### src/verilog/hex_digit.sv
`timescale 1ns/1ps
`default_nettype none

module hex_digit (
  input  logic [3:0] nibble,
  output logic [6:0] seg
);

  // Active low, segment g on bit 6
  always_comb begin
    case (nibble)
      4'h0: seg = 7'b1000000;
      4'h1: seg = 7'b1111001;
      4'h2: seg = 7'b0100100;
      4'h3: seg = 7'b0110000;
      4'h4: seg = 7'b0011001;
      4'h5: seg = 7'b0010010;
      4'h6: seg = 7'b0000010;
      4'h7: seg = 7'b1111000;
      4'h8: seg = 7'b0000000;
      4'h9: seg = 7'b0010000;
      4'ha: seg = 7'b0001000;
      4'hb: seg = 7'b0000011;
      4'hc: seg = 7'b1000110;
      4'hd: seg = 7'b0100001;
      4'he: seg = 7'b0000110;
      default: seg = 7'b0001110;
    endcase
  end

endmodule

`default_nettype wire

### config.mk
export PLATFORM = sky130hd
export DESIGN_NAME = hex_digit
export DESIGN_NICKNAME = d
export VERILOG_FILES = /design/src/verilog/hex_digit.sv
export SDC_FILE = /design/constraint.sdc
export NUM_CORES = 1
export LEC_CHECK = 0
export BUFFER_PORTS_ARGS = -buffer_cell sky130_fd_sc_hd__buf_2
export CORE_AREA = 2 2 39 41
export DETAILED_ROUTE_END_ITERATION = 10
export DIE_AREA = 0 0 41 43
export GPL_TIMING_DRIVEN = 1
export PLACE_DENSITY = 0.49
export SLEW_MARGIN = 20
export SYNTH_ARGS = -nofsm -noshare
export SYNTH_HDL_FRONTEND = slang
export SYNTH_SLANG_ARGS = --single-unit
export TNS_END_PERCENT = 5
### constraint.sdc
create_clock -name vclk -period 1.1
set_input_delay 0.055 -clock vclk [all_inputs]
set_output_delay 0.055 -clock vclk [all_outputs]
set_load 0.02 [all_outputs]
# After elaboration in Yosys (flattened, before gate mapping)
# Memories as Yosys holds them, arrays and structs flattened.
# Cells that the tools add are included.
# totals
memories,1
reg_bits,0
ram_bits,0
rom_bits,112
latch_bits,0
out_inout_bits,7
word_cells,1
input_bits,4
# classes
magnitude_cmp,0
bitwise_logic,0
mul,0
shift,0
reduce_logical,0
add_sub_neg,0
n_mux,0
div_mod_pow,0
eq_ne,0
# memory_table
memory,depth,word_bits,rd,rd_clocked_by_memory_dff,wr,line_no,text
(no name shown),16,7,1,0,0,11,case (nibble)

# Longest topological paths before layout
# An unclocked memory read counts as a cell.
# depth
ltp_word,1
ltp_mapped,5
ltp_nobuf,5

# Worst setup path after synthesis
# Ideal clock, no wire load.
# synth_timing
path_kind,input -> output
start,input nibble[1]
end,output seg[0]
t_arrival_ns,1.134
slack_ns,-0.089
required_time_ns,1.045
path_buffers,0
stages,5
cell_sequence,inv_1 -> ha_1 -> and2b_2 -> or3b_1 -> o21ai_0
# synth_between
elab_chain_len,1
# synth_rtl
item,line_no,text
from (decl),5,"input logic [3:0] nibble,"
memory read 16 x 7 bit,-,
to (decl),6,output logic [6:0] seg
# Every way passes these cells.

# Worst setup path in the final report
# Same ends and word-level chain as after synthesis.

==> metrics.txt <==
die area 1760 µm²; DRC violations left 0; Layout Nets 67; outcome finished, violations left; Max Clock Freq between 800 and 900 MHz; post-route ant nets 0; layout cells sized above 1 between 60% and 70%; critical path capture point type output port; Slowest cell on crit path or3b_1; global-route wire length before repair ~1100 µm; vias in the first global route 261; Syn Nets 43; initial antenna violation count 0; Routed WL about 620 µm; RePlAce Congestion 0.690; area added between synthesis and finish 83.2%; fin crit share 107%; final hold viol count 0; hold-critical path depth 3; Core ar. 1380 µm²; TNS Setup -0.155 ns; largest net degree at the start of global routing 12; non-filler cells, final 70; Placement Rows 14; Buf+Inv Stages, Crit Path 3; Congestion Overflow GR 0; Setup violations, final 3; most frequent cells in the layout 14 x buf_4, 6 x buf_2, 5 x nor2_1, 4 x mux2i_1, 4 x ha_1; most common cell after layout, fill and taps aside buf_4; seq_cells 0; M3 GR Usage 0%; DP Cell Count 67; Pwr per Cell Area around 430 nW/µm²; Syn. warnings 0; post-synthesis sequential area ratio 0%; Hold-fix buffers, CTS 0; total track usage 8.11%; post-synth cell types 15; worst-path fanout max 4; Sequential cell area 0 µm²; M1 GR Usage 11.8%; post-synthesis cell area ~280 µm²; setup ws final -0.0738 ns; crit-path cells buf_8 -> inv_8 -> ha_4 -> and2b_2 -> or3b_1 -> o21ai_2 -> buf_6; diodes inserted 0; Worst Path Arrival 1.12 ns; # IOs 11; Die Width roughly 40 µm; Worst Hold Class input port to output port; met2 usage roughly 14%; Setup Crit Path Kind input port to output port; max-cap violation count 0; per-cell routed wire length between 8 and 9 µm; cell taking the most area after synthesis ha_1; syn_area_per_cell between 8 and 9 µm²; Starting Density about a fifth; final slew viol count 0; Worst Tran Pin Value 0.167 ns; Max VDD drop 0.129 mV; Post-DP HPWL between 500 and 600 µm; setup slack at placement -0.266 ns; Post-Syn Instances 32; vias per cell between 4 and 5; Vias between 300 and 400; top-area cell type share of the netlist area 31.8%; fin crit period roughly 1.2 ns; number of clock-tree buffers in the layout 0; RSZ-0062 raised after global routing yes; Crit path max-delay family simple AND/OR/NAND/NOR gates; WP data required approximately 1.0 ns; failing checks negative setup slack; max incr delay on CP about 0.38 ns; relative slew slack 88.6%; DR pass1 iterations 2; startpoint types input port; Die Y 43 µm; port bufs 11; critical path depth 7; leak pwr 0.257 nW; top post-synthesis cells by area ha_1 32%, mux2i_1 15%, mux4_1 9.5%, nor2_1 6.8%, a22o_1 6.4%; global routing's busiest layer met2; drt initial violations 1
==> metal layers <==
metal	routed length, µm	vias to the layer above
li1	-	159
met1	278	145
met2	328	4
met3	17	0
met4	0	0
met5	0	-
==> cell usage after synthesis <==
master,n
or3b_1,1
ha_1,7
a22o_1,2
o21ai_0,2
mux4_1,1
mux2i_1,4
nor2_1,5
a21oi_1,1
buf_6,1
inv_1,3
a32o_1,1
nand2_1,1
and2b_2,1
mux2_2,1
buf_2,1
==> repair_timing <==
| item | CTS | global route |
|---|---|---|
| pin swaps | 2 | 3 |
| setup endpoints to repair | 5 | 5 |
| endpoints found under the hold margin | 0 | 0 |
| gates resized for setup | 20 | 3 |
| setup buffers | 2 | 1 |
==> cell families after synthesis <==
group / Yosys count / share of synthesized area, %
and+or+nand+nor: 8 / 14.5
adders and majority gates: 7 / 31.8
AOI/OAI and AO/OA: 6 / 15.5
muxes: 6 / 28.2
buffers and inverters: 5 / 10.0
==> stage by stage <==
stage	area, µm²	power (W)	hold WS, ns	util [%]
4_1_cts	492	0.000212	0.522	35.5
6_report	504	0.000216	0.522	36.4
2_1_floorplan	279	0.000106	0.351	-
5_1_grt	504	0.000237	0.558	36.4
3_5_place_dp	413	0.000175	0.536	29.8
3_3_place_gp	413	0.000174	0.529	29.8
==> tightest hold or removal path: stages <==
cell and delay [ns]:
buf_2 0.20, o21ai_2 0.09, buf_6 0.12
==> final timing paths <==
kind	from	end
setup / recovery	nibble[1]	seg[0]
hold / removal	nibble[2]	seg[0]
==> report_power, final <==
part	leakage, nW	switching (W)	internal [W]
combinational	0.257	0.000102	0.000114
sequential	0	0	0
clock	0	0	0
total	0.257	0.000102	0.000114
==> layout make-up <==
| cell class | instances | area (µm²) |
|---|---|---|
| fillers | 153 | 880 |
| inverters | 3 | 21.3 |
| multi-input cells | 27 | 275 |
| well taps | 16 | 20.0 |
| repair buffers | 24 | 188 |
Power figures use the tool's default switching activity.
