--- src/verilog/led_panel_pkg.sv ---
`default_nettype none

package led_panel_pkg;

  // Panel geometry
  localparam int panel_cols = 32;
  localparam int panel_rows = 16;
  localparam int scan_lines = panel_rows / 2;
  localparam int col_bits   = $clog2(panel_cols);
  localparam int row_bits   = $clog2(panel_rows);
  localparam int line_bits  = $clog2(scan_lines);

  // Pixel is blue:green:red, red in the low byte
  localparam int color_bits = 8;
  localparam int pixel_bits = 3 * color_bits;
  localparam int red_lsb    = 0;
  localparam int green_lsb  = color_bits;
  localparam int blue_lsb   = 2 * color_bits;

  // Modulation uses the top channel bits only
  localparam int bcm_planes = 4;
  localparam int plane_lsb  = color_bits - bcm_planes;

  localparam int step_bits  = 5;

  // Demo pattern scale factors
  localparam int red_scale   = 8;
  localparam int green_scale = 16;
  localparam int blue_scale  = 10;

endpackage

`default_nettype wire

--- src/verilog/quad_decoder.sv ---
`timescale 1ns/1ps
`default_nettype none

module quad_decoder #(
  parameter int enc_steps = 24
) (
  input  logic                                clk,
  input  logic                                rst_n,
  input  logic                                quad_a,
  input  logic                                quad_b,
  output logic [led_panel_pkg::step_bits-1:0] step
);
  import led_panel_pkg::*;

  localparam logic [step_bits-1:0] top_step = step_bits'(enc_steps - 1);

  logic [1:0] a_sync;
  logic [1:0] b_sync;
  logic       a_state;
  logic       a_rise;

  // Level only moves when both sync stages agree
  assign a_rise = a_sync[1] & a_sync[0] & ~a_state;

  always_ff @(posedge clk or negedge rst_n) begin
    if (!rst_n) begin
      a_sync  <= 2'b00;
      b_sync  <= 2'b00;
      a_state <= 1'b0;
      step    <= '0;
    end else begin
      a_sync <= {a_sync[0], quad_a};
      b_sync <= {b_sync[0], quad_b};
      if (a_sync[1] == a_sync[0]) begin
        a_state <= a_sync[1];
      end
      if (a_rise) begin
        // B low means clockwise
        if (!b_sync[1]) begin
          step <= (step == top_step) ? '0 : step + 1'b1;
        end else begin
          step <= (step == '0) ? top_step : step - 1'b1;
        end
      end
    end
  end

endmodule

`default_nettype wire
--- config.mk ---
export PLATFORM = sky130hd
export DESIGN_NAME = quad_decoder
export DESIGN_NICKNAME = d
export VERILOG_FILES = /design/src/verilog/led_panel_pkg.sv /design/src/verilog/quad_decoder.sv
export SDC_FILE = /design/constraint.sdc
export NUM_CORES = 1
export LEC_CHECK = 0
export BUFFER_PORTS_ARGS = -buffer_cell sky130_fd_sc_hd__buf_2
export CAP_MARGIN = 5
export CORE_MARGIN = 8
export CORE_UTILIZATION = 25
export DETAILED_ROUTE_END_ITERATION = 12
export SYNTH_ARGS = -nofsm -noshare
export SYNTH_HDL_FRONTEND = slang
export SYNTH_SLANG_ARGS = --single-unit
--- constraint.sdc ---
create_clock -name clk -period 2.43 [get_ports clk]
set_input_delay 0.3645 -clock clk [delete_from_list [all_inputs] [get_ports clk]]
set_output_delay 0.3645 -clock clk [all_outputs]
set_load 0.03 [all_outputs]
* Word-level counts from Yosys, hierarchy flattened *
Index checks and enable logic that the tools add are counted.

storage, ports and cells
  word-level logic and storage cells = 15
  bits in registers = 10
  input bits = 4

operators by class
  $add $sub $neg = 2
  equality and inequality tests = 2
  bitwise logic cells = 3
  mux-type cells = 3
  reduce and logical (&&, ||, !) cells = 1

operators by type and width
  kind                                              count
  two-way mux 5 bit                                 3
  adder 5 x 1 -> 5 bit, second input constant       1
  == test 5 bit, second input constant              1
  logical NOT 5 bit                                 1
  subtractor 5 x 1 -> 5 bit, second input constant  1
  AND 1 bit                                         2
  == test 1 bit                                     1
  inverter 1 bit                                    1

* Depth between registers and ports, before layout *
Gate-level depths: netlist of run 1.

  depth after elaboration = 3
  gate-level depth with buffers = 6
  depth with buffers taken out = 6

* Worst setup path before layout of run 1 *
No wires, ideal clock.

  path type = register -> register
  start = register step[0] (netlist bit)
  end = register step[4] (netlist bit)
  arrival = 1371 ps
  cell stages (with the launch flop) = 6
  buffers on the path = 0
  path slack = 960 ps
  path through = dfrtp_1 ha_1 and3b_1 nand2b_1 a21oi_1 a311oi_1

on the way
  cells in the longest elaborated chain, start to end = 3
  elaborated cells on any way between the ends = 7
  classes of those cells = add/sub: 2; eq/ne: 1; mux: 3; reduce/logical: 1

ends and longest elaborated chain
  what                                          RTL line                                text
  from (decl)                                   quad_decoder.sv:11                      output logic [led_panel_pkg::step_bits-1:0] step
  from (signal assigned)                        quad_decoder.sv:40                      step <= (step == top_step) ? '0 : step + 1'b1;
  from (signal assigned)                        quad_decoder.sv:42                      step <= (step == '0) ? top_step : step - 1'b1;
  adder 5 x 1 -> 5 bit (tied with other cells)  quad_decoder.sv:40
  two-way mux 5 bit (on tied branches)          quad_decoder.sv:40, quad_decoder.sv:42
  two-way mux 5 bit (*)                         quad_decoder.sv:39                      if (!b_sync[1]) begin

Every way passes the cells marked *; elsewhere a longest branch is shown, timed or not.
A chain may end at the register's enable or synchronous reset.

* Worst setup path after layout of run 1 *
Same ends and word-level chain as after synthesis.

==> out/qor.csv, run 1 <==
metric,value,unit
met2 wire length,539,um
Rel. slew slack,77.4,%
DRC Markers,0,
kind of critical path,reg -> reg,
# diodes,0,
DR vias/cell,4.71,
CTS tree,done,
Worst-Margin Slew,0.338,ns
status,completed,
fin crit period,1.47,ns
Critical Path AT,1.61,ns
via count,419,
Nets,71,
total number of placement rows,16,
Hold Startpoint,quad_a,
DR WL/cell,11.9,um
sequential share of the synthesized area,47.4,%
fin area,623,um2
setup TNS,0,ns
IO Count,9,
Num CTS Buffers,3,
Post-Place Worst Slack,0.965,ns
max-slew violation count,0,
Synth Area in Compound Gates,12.6,%
CP startpoint,step[0],
part of the cycle the worst path needs,60.5,%
Synth Area in Adders,7.11,%
ranking of synthesized cells by area,"dfrtp_1, ha_1, a21oi_1, nand3_1, nand2_1",
DIE WIDTH,62.0,um
met3 wire length,51,um
combinational family with the most area after synthesis,simple AND/OR/NAND/NOR gates,
reg2reg start,step[0],
Final ANT Viol Nets,0,
Post-Synthesis Cells,51,
"Area growth, synth to finish",18.0,%
Synth warnings,0,
Worst VDD drop,0.378,mV
Initial Utilization,26.6,%
post-CTS setup buffer count,0,
RSZ-0062 raised after global routing,no,
die area,0.00384,mm2
Worst Skew,0.00440,ns
pin count of the biggest net entering global routing,11,
DP HPWL,839,um
Max Fclk,0.680,GHz
maxcap violations,0,
Initial DRC Count,5,
Filler cells,207,
r2r setup slk,0.96,ns
Yosys top cell by area,dfrtp_1,
Clock Path Buffers,2,
"Power, Total",0.000686,W
P_leak,0.285,nW
hold crit path type,in -> reg,
later-pin clock latency in the skew report,0.26,ns
RR Endpoint,step[4],
final setup vio count,0,
Global Route Usage Sum,7.11,%
CP Launch Type,flip-flop,
endpoints failing hold,0,
post-synth top area share,47.4,%
first-pass GRT wire length,1950,um
Core Region,0.00198,mm2
final WL,1060,um
port bufs,8,
Top Layer Used,met4,
XOR/XNOR Fraction of Synth Area,3.32,%
height of the die,62.0,um
total grt overflow,0,
#FFs+latches synth,10,
Clock Sinks,10,
Worst Path Max Fanout,7,
Yosys cell types,24,
initial antenna violation count,0,
R2R cell count,5,
wl on met1,439,um
layout cells sized above 1,21.0,%
Placed Area,591,um2
Syn Area/Cell,10.4,um2
Synth Net Count,58,
Pwr Density,1100,mW/mm2
Simple-Gate Fraction of Synth Area,22.0,%
vias in the first global route,463,
CP required,2.57,ns
DRT Pass-1 Iters,4,
mux share of post-synthesis cell area,4.03,%
critical path endpoint,step[4],
Root Buffer,clkbuf_4,
CP Capture Type,flip-flop,
worst setup slack after layout,0.960,ns
clock-pin transition on the worst setup and hold timing paths,0.06,ns
RePlAce Congestion,0.745,
CTS H-tree depth,1,
mapped cell area,528,um2
[cells by family after synthesis]
kind of cell | after synthesis
fa+ha+maj | 3
buf+inv | 3
flops | 10
mux | 2
compound gates | 11
xor+xnor | 2
simple gates | 20
[placed cells by master (no fill, tap or decap), types with 2 or more instances in the layout]
| master | count |
|---|---|
| clkbuf_4 | 3 |
| o21ai_0 | 2 |
| buf_2 | 8 |
| nor2_1 | 4 |
| dfrtp_1 | 10 |
| nand3b_1 | 2 |
| a21oi_1 | 5 |
| ha_1 | 3 |
| nand2_1 | 4 |
| nand3_1 | 3 |
| inv_1 | 2 |
| nand2b_1 | 2 |
[registers in the layout, summed over array words and instances (netlist names)]
name,count
step,5
a_sync,2
b_sync,2
a_state,1
[synth_stat cells]
library cell and n:
dfrtp_1 10, a21oi_1 5, nand2_1 4, nor2_1 4
ha_1 3, nand3_1 3, inv_1 2, nand2b_1 2
nand3b_1 2, o21ai_0 2, a21o_1 1, a311oi_1 1
and2b_1 1, and3b_1 1, buf_6 1, mux2_2 1
mux2i_1 1, nor2b_1 1, nor4b_2 1, o22ai_1 1
o311ai_1 1, or3_1 1, xnor2_1 1, xor2_1 1
[critical path: stages (launching register included)]
cell      delay (ns)
dfrtp_1         0.44
ha_1            0.22
and3b_1         0.21
nand2b_1        0.11
a21oi_1         0.07
a311oi_1        0.31
[area by class of cell]
type	count	area (um2)	share of cell area, %
multi-input cells	38	259	41.6
flip-flops and latches	10	250	40.2
repair buffers	9	50.0	8.03
well taps	27	33.8	5.42
clock buffers	3	22.5	3.61
inverters	2	7.51	1.20
[worst min-delay path by stage]
| stage | endpoint | slack, ns | depth (start not counted) |
|---|---|---|---|
| after floorplan | a_state | 0.07 | 0 |
| after global placement | step[0] | 0.24 | 1 |
| after detailed placement | step[2] | 0.24 | 1 |
| after CTS | a_sync[0] | 0.20 | 1 |
| after global routing | b_sync[0] | 0.20 | 1 |
| final | a_sync[0] | 0.21 | 1 |
[per-stage QoR]
stage | cells | hold WS (ns) | utilization (%)
floorplan | 51 | 0.0689 | -
global placement | 85 | 0.236 | 29.8
detailed placement | 85 | 0.236 | 29.8
CTS | 89 | 0.199 | 31.4
global route | 89 | 0.197 | 31.4
finish | 89 | 0.208 | 31.4
[per-layer routing]
layer / vias up / global-route usage (%)
li1: 204 / -
met1: 202 / 6.90
met2: 10 / 11.9
met3: 3 / 3.09
met4: 0 / 4.87
met5: - / 0
[power breakdown]
part / leakage, nW / total, W / internal, W / switching [W]
clock network: 0.0138 / 0.000109 / 0.0000570 / 0.0000522
registers: 0.120 / 0.000279 / 0.000208 / 0.0000713
logic: 0.150 / 0.000297 / 0.000118 / 0.000180
[what timing repair did]
action,in CTS,in global routing
endpoints found under the hold margin,10,0
hold buffers,1,0
resized for setup,0,0
No activity file was read; power rests on OpenSTA's default activity.
==> inputs of run 2 (changes only) <==
- clock period: 2.43 -> 1.36 ns (I/O delays scaled with it)
==> out/qor.csv, run 2 (same netlist as run 1, synthesis figures left out) <==
metric,value,unit
Core Region,0.00198,mm2
Largest register FFs,5,
sequential share of power,32.2,%
port bufs,8,
Clk pwr share,17.7,%
CTS tree,done,
worst setup slack after layout,0.0645,ns
Global Route Usage Sum,6.81,%
via count,432,
hold path depth,1,
Root Buffer,clkbuf_4,
Pwr Density,2060,mW/mm2
initial antenna violation count,0,
total grt overflow,0,
part of the cycle the worst path needs,95.3,%
"commonest cells after routing, fill and taps aside","buf_2, buf_4, dfrtp_1",
Final ANT Viol Nets,0,
CP Launch Type,flip-flop,
CTS H-tree depth,1,
Hold WS,0.0431,ns
DP HPWL,815,um
"Power, Total",0.00152,W
height of the die,62.0,um
total number of placement rows,16,
P_leak,0.330,nW
Worst Skew,0.00785,ns
met3 usage,5.97,%
maxcap violations,0,
later-pin clock latency in the skew report,0.27,ns
final setup vio count,0,
"Area growth, synth to finish",40.0,%
Critical Path AT,1.48,ns
Rel. slew slack,80.0,%
hold crit path type,in -> reg,
status,completed,
Cell Int Power,0.000905,W
Worst Path Max Fanout,5,
Max Fclk,0.772,GHz
Worst-Margin Slew,0.299,ns
DRC Markers,0,
endpoints failing hold,0,
max-slew violation count,0,
Filler cells,199,
Num CTS Buffers,3,
IO Count,9,
RSZ-0062 raised after global routing,yes,
DR WL/cell,11.5,um
met2 Track Usage GR,9.14,%
Switch Pwr,0.000620,W
Initial DRC Count,7,
RePlAce Congestion,0.848,
Nets,79,
top flop regs,"step (5), a_sync (2), b_sync (2)",
r2r setup slk,0.06,ns
Clock Sinks,10,
fin crit period,1.30,ns
Gate power share,50.1,%
Sw Share,40.6,%
fin area,739,um2
R2R cell count,5,
vias in the first global route,404,
Post-Place Worst Slack,0.00584,ns
pin count of the biggest net entering global routing,11,
die area,0.00384,mm2
setup TNS,0,ns
DIE WIDTH,62.0,um
clock-pin transition on the worst setup and hold timing paths,0.06,ns
layout cells sized above 1,45.1,%
global routing's busiest layer,met2,
CP Capture Type,flip-flop,
DR vias/cell,4.41,
M1 GR Usage,7.35,%
kind of critical path,reg -> reg,
# diodes,0,
Clock Path Buffers,2,
Initial Utilization,26.6,%
Worst VDD drop,1.53,mV
CP required,1.54,ns
register bank with the most flops,step,
first-pass GRT wire length,1810,um
DRT Pass-1 Iters,4,
Placed Area,617,um2
final WL,1130,um
==> run 2: cell count changes in the layout (fill, tap and decap cells not counted), moves of 2 or more <==
cell     delta
a21oi_1     -2
a21oi_2     +2
buf_4       +8
dfrtp_1     -4
dfrtp_2     +4
ha_1        -2
==> run 2: layer usage <==
metal	wire, um	vias up	part of all wire [%]
met1	492	198	44
met2	508	11	45
met4	7	0	0.62
li1	-	221	-
met3	123	2	11
met5	0	-	0
==> run 2: path summary, 6_finish.rpt <==
path                        endpoint       from
max in group asynchronous    step[1]      rst_n
min in group asynchronous  a_sync[1]      rst_n
setup / recovery             step[0]    step[1]
hold / removal             b_sync[0]     quad_b
hold reg to reg            b_sync[1]  b_sync[0]
setup reg to reg             step[0]    step[1]
==> run 2: per-stage QoR <==
stage          instances  util, %
2_1_floorplan         51        -
3_3_place_gp          88     31.1
3_5_place_dp          88     31.1
4_1_cts               95     34.2
5_1_grt               98     37.3
6_report              98     37.3
==> run 2: worst max-delay path, stage by stage, from the launching register on <==
cell and delay (ns):
dfrtp_2 0.43, inv_1 0.12, ha_4 0.16, nor4b_4 0.27
a21oi_2 0.10, a21oi_1 0.14
==> run 2: cell type report <==
type | count | area, um2 | area share (%)
multi-input cells | 38 | 297 | 40.1
well taps | 27 | 33.8 | 4.57
clock buffers | 4 | 36.3 | 4.91
flip-flops and latches | 10 | 255 | 34.5
repair buffers | 17 | 110 | 14.9
inverters | 2 | 7.51 | 1.02
==> run 2: what timing repair did <==
item	4_1_cts	5_1_grt
hold endpoints to repair	10	0
buffers inserted	2	3
resized for setup	0	10
pin swaps	0	5
setup endpoints to repair	1	4
hold buffers	1	0
==> run 2: power by group through the flow <==
| stage | Combinational, W | Clock (W) | Sequential, W |
|---|---|---|---|
| floorplan | 0.000272 | 0 | 0.000616 |
| global placement | 0.000581 | 0 | 0.000489 |
| detailed placement | 0.000593 | 0 | 0.000496 |
| CTS | 0.000641 | 0.000283 | 0.000483 |
| global route | 0.000831 | 0.000293 | 0.000508 |
| finish | 0.000764 | 0.000269 | 0.000492 |
