--- config.mk ---
export PLATFORM = sky130hd
export DESIGN_NAME = pattern_writer
export DESIGN_NICKNAME = d
export VERILOG_FILES = /design/src/verilog/led_panel_pkg.sv /design/src/verilog/pattern_writer.sv
export SDC_FILE = /design/constraint.sdc
export NUM_CORES = 1
export LEC_CHECK = 0
export BUFFER_PORTS_ARGS = -buffer_cell sky130_fd_sc_hd__buf_2
export CAP_MARGIN = 40
export CORE_UTILIZATION = 49
export DETAILED_ROUTE_END_ITERATION = 6
export HOLD_SLACK_MARGIN = 0.12
export PLACE_DENSITY = 0.93
export SYNTH_ARGS = -nofsm -noshare
export SYNTH_HDL_FRONTEND = slang
export SYNTH_SLANG_ARGS = --single-unit
--- constraint.sdc ---
create_clock -name clk -period 3.35 [get_ports clk]
set_clock_uncertainty 0.15 [all_clocks]
set_input_delay 0.67 -clock clk [delete_from_list [all_inputs] [get_ports clk]]
set_output_delay 0.67 -clock clk [all_outputs]
set_load 0.01 [all_outputs]
--- src/verilog/led_panel_pkg.sv ---
`default_nettype none

package led_panel_pkg;

  // Panel geometry
  localparam int panel_cols = 32;
  localparam int panel_rows = 16;
  localparam int scan_lines = panel_rows / 2;
  localparam int col_bits   = $clog2(panel_cols);
  localparam int row_bits   = $clog2(panel_rows);
  localparam int line_bits  = $clog2(scan_lines);

  // Pixel is blue:green:red, red in the low byte
  localparam int color_bits = 8;
  localparam int pixel_bits = 3 * color_bits;
  localparam int red_lsb    = 0;
  localparam int green_lsb  = color_bits;
  localparam int blue_lsb   = 2 * color_bits;

  // Modulation uses the top channel bits only
  localparam int bcm_planes = 4;
  localparam int plane_lsb  = color_bits - bcm_planes;

  localparam int step_bits  = 5;

  // Demo pattern scale factors
  localparam int red_scale   = 8;
  localparam int green_scale = 16;
  localparam int blue_scale  = 10;

endpackage

`default_nettype wire

--- src/verilog/pattern_writer.sv ---
`timescale 1ns/1ps
`default_nettype none

module pattern_writer (
  input  logic                                 clk,
  input  logic                                 rst_n,
  input  logic [led_panel_pkg::step_bits-1:0]  step,
  output logic                                 wr_en,
  output logic [led_panel_pkg::row_bits-1:0]   wr_row,
  output logic [led_panel_pkg::col_bits-1:0]   wr_col,
  output logic [led_panel_pkg::pixel_bits-1:0] wr_pixel
);
  import led_panel_pkg::*;

  logic [row_bits-1:0]   sweep_row;
  logic [col_bits-1:0]   sweep_col;
  logic [color_bits-1:0] red;
  logic [color_bits-1:0] green;
  logic [color_bits-1:0] blue;

  assign red   = color_bits'(sweep_col * red_scale);
  assign green = color_bits'(sweep_row * green_scale);
  assign blue  = color_bits'(step * blue_scale);

  // Row-major sweep, one pixel per clock
  always_ff @(posedge clk or negedge rst_n) begin
    if (!rst_n) begin
      sweep_row <= '0;
      sweep_col <= '0;
      wr_en     <= 1'b0;
    end else begin
      wr_en <= 1'b1;
      if (sweep_col == col_bits'(panel_cols - 1)) begin
        sweep_col <= '0;
        sweep_row <= (sweep_row == row_bits'(panel_rows - 1)) ? '0 : sweep_row + 1'b1;
      end else begin
        sweep_col <= sweep_col + 1'b1;
      end
    end
  end

  always_ff @(posedge clk) begin
    wr_row   <= sweep_row;
    wr_col   <= sweep_col;
    wr_pixel <= {blue, green, red};
  end

endmodule

`default_nettype wire

# After elaboration in Yosys (flattened, before gate mapping)
# Cells that the tools add are included.
[totals] inputBits=7 out_inout_bits=34 memories=0 ff_bits=35 mem_bits_rw=0 latch_bits=0 mem_bits_ro=0
[op_classes] order_cmp=0 n_eq_ne=2 div=0 n_bitwise=0 multipliers=1 shifts=0 add_sub_neg=2 mux=2 n_reduce_logical=0
[op_table] cell="$mul A5 B3 Y7 const B" n=1
[op_table] cell="$add A5 B1 Y5 const B" n=1
[op_table] cell="$eq A5 B5 Y1 const B" n=1
[op_table] cell="$mux W5" n=1
[op_table] cell="$add A4 B1 Y4 const B" n=1
[op_table] cell="$eq A4 B4 Y1 const B" n=1
[op_table] cell="$mux W4" n=1

# Depth between registers and ports, before layout
# Gate-level depths: netlist of the first run.
[depth] depth_word=2 ltp_mapped=7 ltp_nobuf=6

# Least setup slack after synthesis of the first run
# No wires, ideal clock.
[synth_timing] kind="input to register" start="input step[1] (netlist bit)" end="register wr_pixel[22] (netlist bit)" arrival_time_ps=1611 slack_ps=1471 cell_stages=5 t_required_ps=3082 path_cell_list="ha_1 ha_1 inv_1 fa_1 xnor2_1"
[synth_via] elab_chain_cells=1
[synth_lines] element="from (decl)" line_no="pattern_writer.sv:7" text="input logic [led_panel_pkg::step_bits-1:0] step,"
[synth_lines] element="$mul A5 B3 Y7" line_no="pattern_writer.sv:23" text="assign blue = color_bits'(step * blue_scale);"
[synth_lines] element="via blue[6]" line_no="pattern_writer.sv:19" text="logic [color_bits-1:0] blue;"
[synth_lines] element="to (signal assigned)" line_no="pattern_writer.sv:45" text="wr_pixel <= {blue, green, red};"
[synth_lines] element="to (decl)" line_no="pattern_writer.sv:11" text="output logic [led_panel_pkg::pixel_bits-1:0] wr_pixel"
# The timed path passes the listed nets, and every way through them passes these cells.
# A chain may end at the register's enable or synchronous reset.

# Worst setup path after layout of the first run
[layout_timing] start="input step[2] (netlist bit)" end="register wr_pixel[23] (netlist bit)"
# Same word-level chain as after synthesis.

==> impl_metrics.toml, run 1 <==
[final_layout]
final_common_cell = "buf_2"
layout-drive-gt1-share_pct = 35.2
final_area_sq_um = 1150
layoutNonFillerInstCount = 135
layout_common_cells = "buf_2, dfxtp_1, dfrtp_1, ha_1, conb_1"
antenna_cells = 0
fillers = 176
syn2layout_area_growth_pct = 14.3
nNetsFinal = 126

[power_and_ir_drop]
power.density_nw_per_um2 = 505
pwr-share-clk_pct = 35.5
vdd_drop_max_mv = 0.395
pwr-share-comb_pct = 8.5
internal_power_w = 0.000464
leakage_nw = 0.609
power.net_switching_w = 0.000116
p_sw_share_pct = 20.0
p_seq_share_pct = 56.0
p_total_w = 0.000581

[hold_path]
hp-start = "sweep_col[4]"
hold_depth = 0
hold_end = "wr_pixel[7]"
hp-class = "reg -> reg"

[synth]
synthXorXnorAreaFrac_pct = 4.35
synth_top_area_share_pct = 31.8
synth_seq_cells = 26
avgSynthCellArea_sq_um = 12.3
synth_top_family_by_area = "buffers and inverters"
ys_types = 21
synthTopCellsByArea = "dfxtp_1, dfrtp_1, buf_4"
synthAdderAreaFrac_pct = 13.2
synthSimpleGateAreaFrac_pct = 4.48
seq_area_frac_synth_pct = 56.7
synth_warnings = 0
synth_area_sq_um = 1010
synth_compound_area_share_pct = 3.11
synthMuxAreaShare_pct = 2.11
yosysTopAreaCell = "dfxtp_1"
netlist_instances = 82

[drt]
drtIter0Drc = 5
drc = 0
routedWlPerCell_um = 9.52
viasPerCell = 4.36
wirelength_mm = 1.29
drt.antenna.violating_nets = 0
first_pass_iters = 3
vias = 588

[sta]
final.period_utilization_pct = 52.3
worst_slack_ns = 1.60
finalSetupTns_ns = 0
fmax_ghz = 0.571
rsz0062_at_grt = "no"
fin_crit_ns = 1.75
setup_viol = 0
finalMaxSlewViolations = 0
timing_hold_violations_final = 0

[worst_setup_path]
startpoint_type = "input port"
r2r-start = "sweep_col[0]"
r2r-end = "sweep_row[1]"
startpoint = "step[2]"
slowest_stage = "ha_1"
rrSetupSlack_ns = 1.64
worstSetupPathType = "in -> reg"
reg2reg_depth = 4
crit_arrival_ns = 1.85
path_common_cell = "ha_1"
crit_chain = "buf_2 > ha_1 > ha_1 > a21o_1 > a21oi_2 > xnor2_1"
critPathRequiredTime_ns = 3.45
crit_fanout = 2
cp_slowest_stage_delay_ns = 0.32
crit_path_end_kind = "register"
cpLargestDelayFamily = "adder cells"
worst-path-buf-inv = 1

[job]
drv_cap = 0

[global_route]
grt_max_degree = 16
grt_pass1_wl_mm = 2.02
grt-ovfl-total = 0
grt_usage_pct = 13.6
antenna_found_initial = 0
grt_pass1_vias = 529

[clocking]
cts_num_sinks = 26
cts_made_buffers = 3
cts_max_level = 1
cts_tree = "done"
hold_buffers = 1
cts_root_buf = "clkbuf_4"
max-clock-path-buffers = 2
cts_resized = 0
postCtsSetupBuffers = 0
clk_pin_slew_ns = 0.14
clk_latency_ns = 0.31

[placement]
place_inst = 130
placedInstanceArea_sq_um = 1090
gp_congestion = 0.681
post-place-ws_ns = 1.25
hpwl_mm = 1.01
port-buffer-count = 32

[die]
core_sq_um = 1940
die_y_um = 47.3
fp.dieArea_sq_um = 2240
fp.dieW_um = 47.3
io_pins = 41
num_rows = 16
initial_utilization_pct = 51.8

[status]
outcome = "complete, no violations"
[power groups by stage]
stage,Sequential [W],Clock (W),Combinational (W)
3_5_place_dp,0.000331,0,0.0000491
3_3_place_gp,0.000331,0,0.0000467
5_1_grt,0.000326,0.000225,0.0000562
4_1_cts,0.000325,0.000211,0.0000499
2_1_floorplan,0.000339,0,0.0000268
6_report,0.000325,0.000206,0.0000493
[logic make-up (layout without fill, tap and decap cells)]
kind of cell | count (synthesis) | after routing
compound gates | 5 | 5
xor+xnor | 5 | 5
fa+ha+maj | 10 | 10
buf+inv | 22 | 41
flops | 26 | 26
mux | 2 | 2
other cells | 2 | 9
simple gates | 10 | 10
[stage by stage]
step | utilization (%) | hold slack, ns
after CTS | 59.2 | 0.250
after global placement | 56.0 | 0.211
after floorplan | - | 0.203
after global routing | 59.2 | 0.269
final | 59.2 | 0.244
after detailed placement | 56.0 | 0.220
[worst reg2reg max path: stages (launching register included)]
cell and delay (ns):
dfrtp_1 0.42, ha_1 0.20, and3_1 0.16, ha_1 0.31, mux2_2 0.37
[registers in the layout, indices dropped and copies added (netlist names)]
name and count:
sweep_col 5, sweep_row 4, wr_col 4, wr_en 1
wr_pixel 9, wr_row 3
[Yosys cell counts]
master and count:
inv_1 4, mux2_2 1, nand2_1 3, nand4_1 1, a21oi_2 1, dfxtp_1 16
a21o_1 1, a21oi_1 1, buf_6 1, nor2_1 3, dfrtp_1 10, ha_1 9
xor2_1 1, o21ai_0 2, fa_1 1, nand3_1 2, and3_1 1, buf_4 17
conb_1 2, xnor2_1 4, mux2i_1 1
[final cells by class]
cell class	instances	area, sq um	area share, %
timing repair buffer	33	170	14.8
sequential	26	571	49.6
inverter	4	15.0	1.31
clock inverter	1	30.0	2.61
clock buffer	3	22.5	1.96
multi-input combinational	41	308	26.8
tap	27	33.8	2.94
[worst max-delay path by stage]
stage | slack, ns | to | cells past startpoint
2_1_floorplan | 1.47 | wr_pixel[22] | 5
3_3_place_gp | 1.31 | wr_pixel[22] | 6
3_5_place_dp | 1.25 | wr_pixel[23] | 6
4_1_cts | 1.60 | wr_pixel[23] | 6
5_1_grt | 1.54 | sweep_row[1] | 4
6_report | 1.60 | wr_pixel[23] | 6
[routing by layer]
layer	global-route usage (%)	vias up	part of all wire [%]	wire (um)
met1	14.5	262	42	535
met5	0	-	0	0
met3	3.46	4	7.5	96
met2	23.8	33	49	634
met4	8.57	0	1.5	19
li1	-	289	-	-
Note: power is estimated with default switching activity, not from simulation.
==> inputs of run 2 (changes only) <==
--- a/config.mk
+++ b/config.mk
@@ -7,10 +7,11 @@
 export LEC_CHECK = 0
 export BUFFER_PORTS_ARGS = -buffer_cell sky130_fd_sc_hd__buf_2
 export CAP_MARGIN = 40
-export CORE_UTILIZATION = 49
+export CORE_ASPECT_RATIO = 0.6
+export CORE_UTILIZATION = 41
 export DETAILED_ROUTE_END_ITERATION = 6
 export HOLD_SLACK_MARGIN = 0.12
-export PLACE_DENSITY = 0.93
+export PLACE_DENSITY = 0.84
 export SYNTH_ARGS = -nofsm -noshare
 export SYNTH_HDL_FRONTEND = slang
 export SYNTH_SLANG_ARGS = --single-unit
==> constraint.sdc (replaced) <==
create_clock -name clk -period 1.5 [get_ports clk]
set_clock_uncertainty 0.15 [all_clocks]
set_input_delay 0.3 -clock clk [delete_from_list [all_inputs] [get_ports clk]]
set_output_delay 0.3 -clock clk [all_outputs]
set_load 0.01 [all_outputs]
==> run 2 against run 1 <==
Net effect: the run now ends with setup timing left; critical path depth decreased by 2; total power increased by 150%; first-iteration DRC count increased to 3.0 times the previous value; register-to-register slack got worse by 1.6 ns; cell count increased by 11%; clock power increased to 2.8 times the previous value; sequential power increased by 120%; routed wire length increased by 28%; critical path type is now reg -> reg; critical endpoint is now sweep_row[1]; largest cell class unchanged.
==> impl_metrics.toml, run 2 (synthesis results as in run 1) <==
[status]
outcome = "finished, violations left"
failed_checks = "setup timing"

[power_and_ir_drop]
pwr-share-clk_pct = 39.9
pwr-share-comb_pct = 9.2
p_sw_share_pct = 20.0
leakage_nw = 0.671
vdd_drop_max_mv = 1.15
p_seq_share_pct = 50.9
power.density_nw_per_um2 = 1080
internal_power_w = 0.00114
power.net_switching_w = 0.000285

[die]
num_rows = 13
io_pins = 41
initial_utilization_pct = 44.8
die_y_um = 40.4
fp.dieW_um = 65.9
fp.dieArea_sq_um = 2660
core_sq_um = 2240

[global_route]
grt_max_degree = 16
grt-ovfl-total = 0
grt_usage_pct = 14.1
grt_pass1_vias = 564
antenna_found_initial = 0
grt_pass1_wl_mm = 2.53

[clocking]
cts_tree = "done"
cts_max_level = 1
max-clock-path-buffers = 2
clk_latency_ns = 0.26
cts_made_buffers = 3
clk_pin_slew_ns = 0.09
cts_root_buf = "clkbuf_8"
cts_num_sinks = 26

[final_layout]
seqCellArea_sq_um = 571
syn2layout_area_growth_pct = 31.1
finalCoreUtilization_pct = 58.8
fillers = 198
final_common_cell = "buf_2"
largest_reg_flops = 9
layout_common_cells = "buf_2, dfxtp_1, dfrtp_1, conb_1, buf_4"
layout-drive-gt1-share_pct = 44.2
top_regs = "wr_pixel: 9 flops, sweep_col: 5 flops"
nNetsFinal = 138
layoutNonFillerInstCount = 150
antenna_cells = 0
largest_register = "wr_pixel"
multi_input_area_sq_um = 357

[sta]
fin_crit_ns = 1.50
setup_viol = 1
timing_hold_violations_final = 0
finalMaxSlewViolations = 0
holdWs_ns = 0.177
fmax_ghz = 0.666
final.period_utilization_pct = 100
worst_slack_ns = -0.00250
rsz0062_at_grt = "yes"

[drt]
drt.antenna.violating_nets = 0
first_pass_iters = 2
drtIter0Drc = 15
wirelength_mm = 1.64
viasPerCell = 4.06
drc = 0
routedWlPerCell_um = 10.9
vias = 609

[job]
drv_cap = 0

[worst_setup_path]
crit_chain = "ha_2 > and3_4 > ha_4 > mux2_4"
slowest_stage = "dfrtp_1"
worstSetupPathType = "reg -> reg"
crit_path_end_kind = "register"
crit_arrival_ns = 1.51
startpoint_type = "register"
critPathRequiredTime_ns = 1.51
crit_fanout = 7
cp_slowest_stage_delay_ns = 0.39

[placement]
gp_congestion = 0.702
port-buffer-count = 32
place_inst = 139
hpwl_mm = 1.30

[hold_path]
hp-class = "in -> reg"
## run 2: through the flow
step	instance area, sq um	worst slack [ns]	total power [W]	setup TNS, ns
2_1_floorplan	1080	-0.0383	0.000823	-0.0383
3_3_place_gp	1180	-0.143	0.000857	-0.417
3_5_place_dp	1180	-0.178	0.000864	-0.530
4_1_cts	1300	-0.0100	0.00143	-0.0100
5_1_grt	1320	-0.0290	0.00149	-0.0323
6_report	1320	-0.00250	0.00142	-0.00250
## run 2: final cells by class
class	count	area share [%]
well taps	30	2.85
multi-input cells	41	27.0
flip-flops and latches	26	43.3
clock buffers	3	3.13
repair buffers	45	20.3
inverters	4	1.14
clock inverters	1	2.28
## run 2: worst max-delay path, delay by kind of cell, from the launching register on
family | cells | cell delay, ns
simple gates | 1 | 0.18
fa+ha+maj | 2 | 0.37
mux | 1 | 0.30
flops | 1 | 0.39
## run 2: timing repair
item                       in CTS  in global routing
buffers inserted                1                  2
pin swaps                       0                  1
resized for setup               1                  2
hold endpoints to repair       13                  0
hold buffers                    4                  0
setup endpoints to repair       1                  2
cloned                          0                  0
## run 2: worst paths after layout
| kind | start | end | slack [ns] | cells past startpoint |
|---|---|---|---|---|
| hold reg to reg | sweep_col[3] | wr_col[3] | 0.29 | 0 |
| setup / recovery | sweep_col[0] | sweep_row[1] | -0.002 | 4 |
| min in group asynchronous | rst_n | sweep_col[3] | 0.26 | 2 |
| setup reg to reg | sweep_col[0] | sweep_row[1] | -0.002 | 4 |
| hold / removal | step[4] | wr_pixel[23] | 0.18 | 3 |
| max in group asynchronous | rst_n | sweep_row[2] | 0.75 | 2 |
## run 2: per-layer routing
layer / vias up / track usage, % / part of all wire [%]
met5: - / 0 / 0
li1: 311 / - / -
met2: 18 / 25.0 / 49
met3: 2 / 5.11 / 5.1
met1: 278 / 15.9 / 44
met4: 0 / 6.38 / 1.2
## run 2: power by group through the flow
stage	sequential, W	clock [W]	combinational [W]
floorplan	0.000756	0	0.0000667
global placement	0.000740	0	0.000117
detailed placement	0.000740	0	0.000124
CTS	0.000725	0.000573	0.000133
global route	0.000726	0.000611	0.000150
finish	0.000724	0.000568	0.000132
==> inputs of run 3 (changes only) <==
--- a/config.mk
+++ b/config.mk
@@ -9,9 +9,11 @@
 export CAP_MARGIN = 40
 export CORE_ASPECT_RATIO = 0.6
 export CORE_UTILIZATION = 41
+export CTS_CLUSTER_DIAMETER = 50
 export DETAILED_ROUTE_END_ITERATION = 6
 export HOLD_SLACK_MARGIN = 0.12
 export PLACE_DENSITY = 0.84
+export REMOVE_ABC_BUFFERS = 1
 export SYNTH_ARGS = -nofsm -noshare
 export SYNTH_HDL_FRONTEND = slang
 export SYNTH_SLANG_ARGS = --single-unit
==> run 3 against run 2 <==
Net effect: the run now ends clean; utilization shrank 1.8 points; hold slack lost 0.0030 ns; critical path depth is the same; die area is the same; clock power shrank 24%; worst setup slack gained 0.0084 ns; combinational power shrank 8%; total power shrank 10%.
==> impl_metrics.toml, run 3 (synthesis results as in run 1) <==
[sta]
fmax_ghz = 0.669
finalMaxSlewViolations = 0
rsz0062_at_grt = "yes"
fin_crit_ns = 1.49
setup_viol = 0
timing_hold_violations_final = 0
final.period_utilization_pct = 99.6
finalSetupTns_ns = 0

[worst_setup_path]
cp_slowest_stage_delay_ns = 0.40
rrSetupSlack_ns = 0.006
r2r-start = "sweep_col[0]"
crit_arrival_ns = 1.50
crit_chain = "ha_2 > and3_4 > ha_4 > mux2_4"
critPathRequiredTime_ns = 1.51
r2r-end = "sweep_row[1]"
startpoint_type = "register"
crit_fanout = 7
crit_path_end_kind = "register"
reg2reg_depth = 4
worstSetupPathType = "reg -> reg"
slowest_stage = "dfrtp_1"

[die]
fp.dieW_um = 65.9
num_rows = 13
fp.dieArea_sq_um = 2660
die_y_um = 40.4
initial_utilization_pct = 44.8
core_sq_um = 2240
io_pins = 41

[placement]
hpwl_mm = 1.22
port-buffer-count = 32
gp_congestion = 0.712

[clocking]
cts_root_buf = "clkbuf_8"
max-clock-path-buffers = 2
cts_num_sinks = 26
clk_latency_ns = 0.26
cts_tree = "done"
cts_made_buffers = 3
cts_max_level = 1
clk_pin_slew_ns = 0.08

[final_layout]
largest_reg_flops = 9
seqCellArea_sq_um = 571
syn2layout_area_growth_pct = 27.0
largest_register = "wr_pixel"
multi_input_area_sq_um = 332
layout_common_cells = "buf_2, dfxtp_1, dfrtp_1, conb_1, buf_4"
top_regs = "wr_pixel: 9 flops, sweep_col: 5 flops"
fillers = 183
finalCoreUtilization_pct = 56.9
layout-drive-gt1-share_pct = 41.7
antenna_cells = 0
final_common_cell = "buf_2"
nNetsFinal = 138

[hold_path]
hold_end = "wr_pixel[23]"
hp-start = "step[4]"
hp-class = "in -> reg"
hold_depth = 3

[power_and_ir_drop]
p_seq_share_pct = 56.7
p_total_w = 0.00128
pwr-share-clk_pct = 33.8
p_sw_share_pct = 21.0
leakage_nw = 0.668
internal_power_w = 0.00101
power.net_switching_w = 0.000269
pwr-share-comb_pct = 9.5
vdd_drop_max_mv = 0.498
power.density_nw_per_um2 = 1000

[drt]
first_pass_iters = 4
wirelength_mm = 1.63
drt.antenna.violating_nets = 0
drtIter0Drc = 14
vias = 627
viasPerCell = 4.18
routedWlPerCell_um = 10.9
drc = 0

[job]
drv_cap = 0

[global_route]
grt_pass1_vias = 551
grt_max_degree = 15
grt-ovfl-total = 0
grt_pass1_wl_mm = 2.59
grt_usage_pct = 14.7
antenna_found_initial = 0

[status]
outcome = "complete, no violations"
-- run 3: cell count changes in the layout (fill, tap and decap cells not counted), sizes merged --
cell    change
clkbuf      +1
bufinv      -1
-- run 3: timing repair --
action,CTS,global route
setup buffers,1,1
hold endpoints to repair,13,0
endpoints found under the setup margin,7,2
gates resized for setup,7,0
hold buffers,4,0
pin swaps,2,2
gates cloned,0,0
-- run 3: worst max path at each step --
stage | startpoint | end | cells after the start
after floorplan | sweep_col[0] | sweep_row[1] | 4
after global placement | step[2] | wr_pixel[23] | 6
after detailed placement | step[2] | wr_pixel[23] | 6
after CTS | sweep_col[0] | sweep_row[1] | 4
after global routing | sweep_col[0] | sweep_row[1] | 4
final | sweep_col[0] | sweep_row[1] | 4
-- run 3: power by group through the flow --
stage	registers, W	logic, W	clock network [W]
after floorplan	0.000756	0.0000444	0
after global placement	0.000740	0.000107	0
after detailed placement	0.000741	0.000111	0
after CTS	0.000726	0.000122	0.000446
after global routing	0.000727	0.000141	0.000479
final	0.000725	0.000122	0.000432
-- run 3: stage by stage --
step	area (sq um)	hold slack (ns)	cells	setup slack, ns
6_report	1280	0.174	150	0.00587
5_1_grt	1280	0.184	150	-0.0328
4_1_cts	1270	0.169	149	0.0133
3_5_place_dp	1140	0.0226	140	-0.206
3_3_place_gp	1140	0.0154	140	-0.162
2_1_floorplan	893	-0.146	71	-0.0853
-- run 3: critical path, delay by kind of cell (launching register included) --
family	cells	cell delay, ns
simple gates	1	0.15
mux	1	0.30
fa+ha+maj	2	0.38
flops	1	0.40
-- run 3: layer usage --
layer / vias up / part of all wire [%] / track usage (%)
li1: 314 / - / -
met1: 289 / 46 / 17.3
met2: 22 / 47 / 24.5
met3: 2 / 5.4 / 5.11
met4: 0 / 2.0 / 7.98
met5: - / 0 / 0
-- run 3: area by class of cell --
cell class                 count  share of cell area (%)
multi-input combinational     41                    26.0
inverter                       4                    1.18
tap                           30                    2.94
timing repair buffer          45                    21.0
clock buffer                   4                    4.31
sequential                    26                    44.7
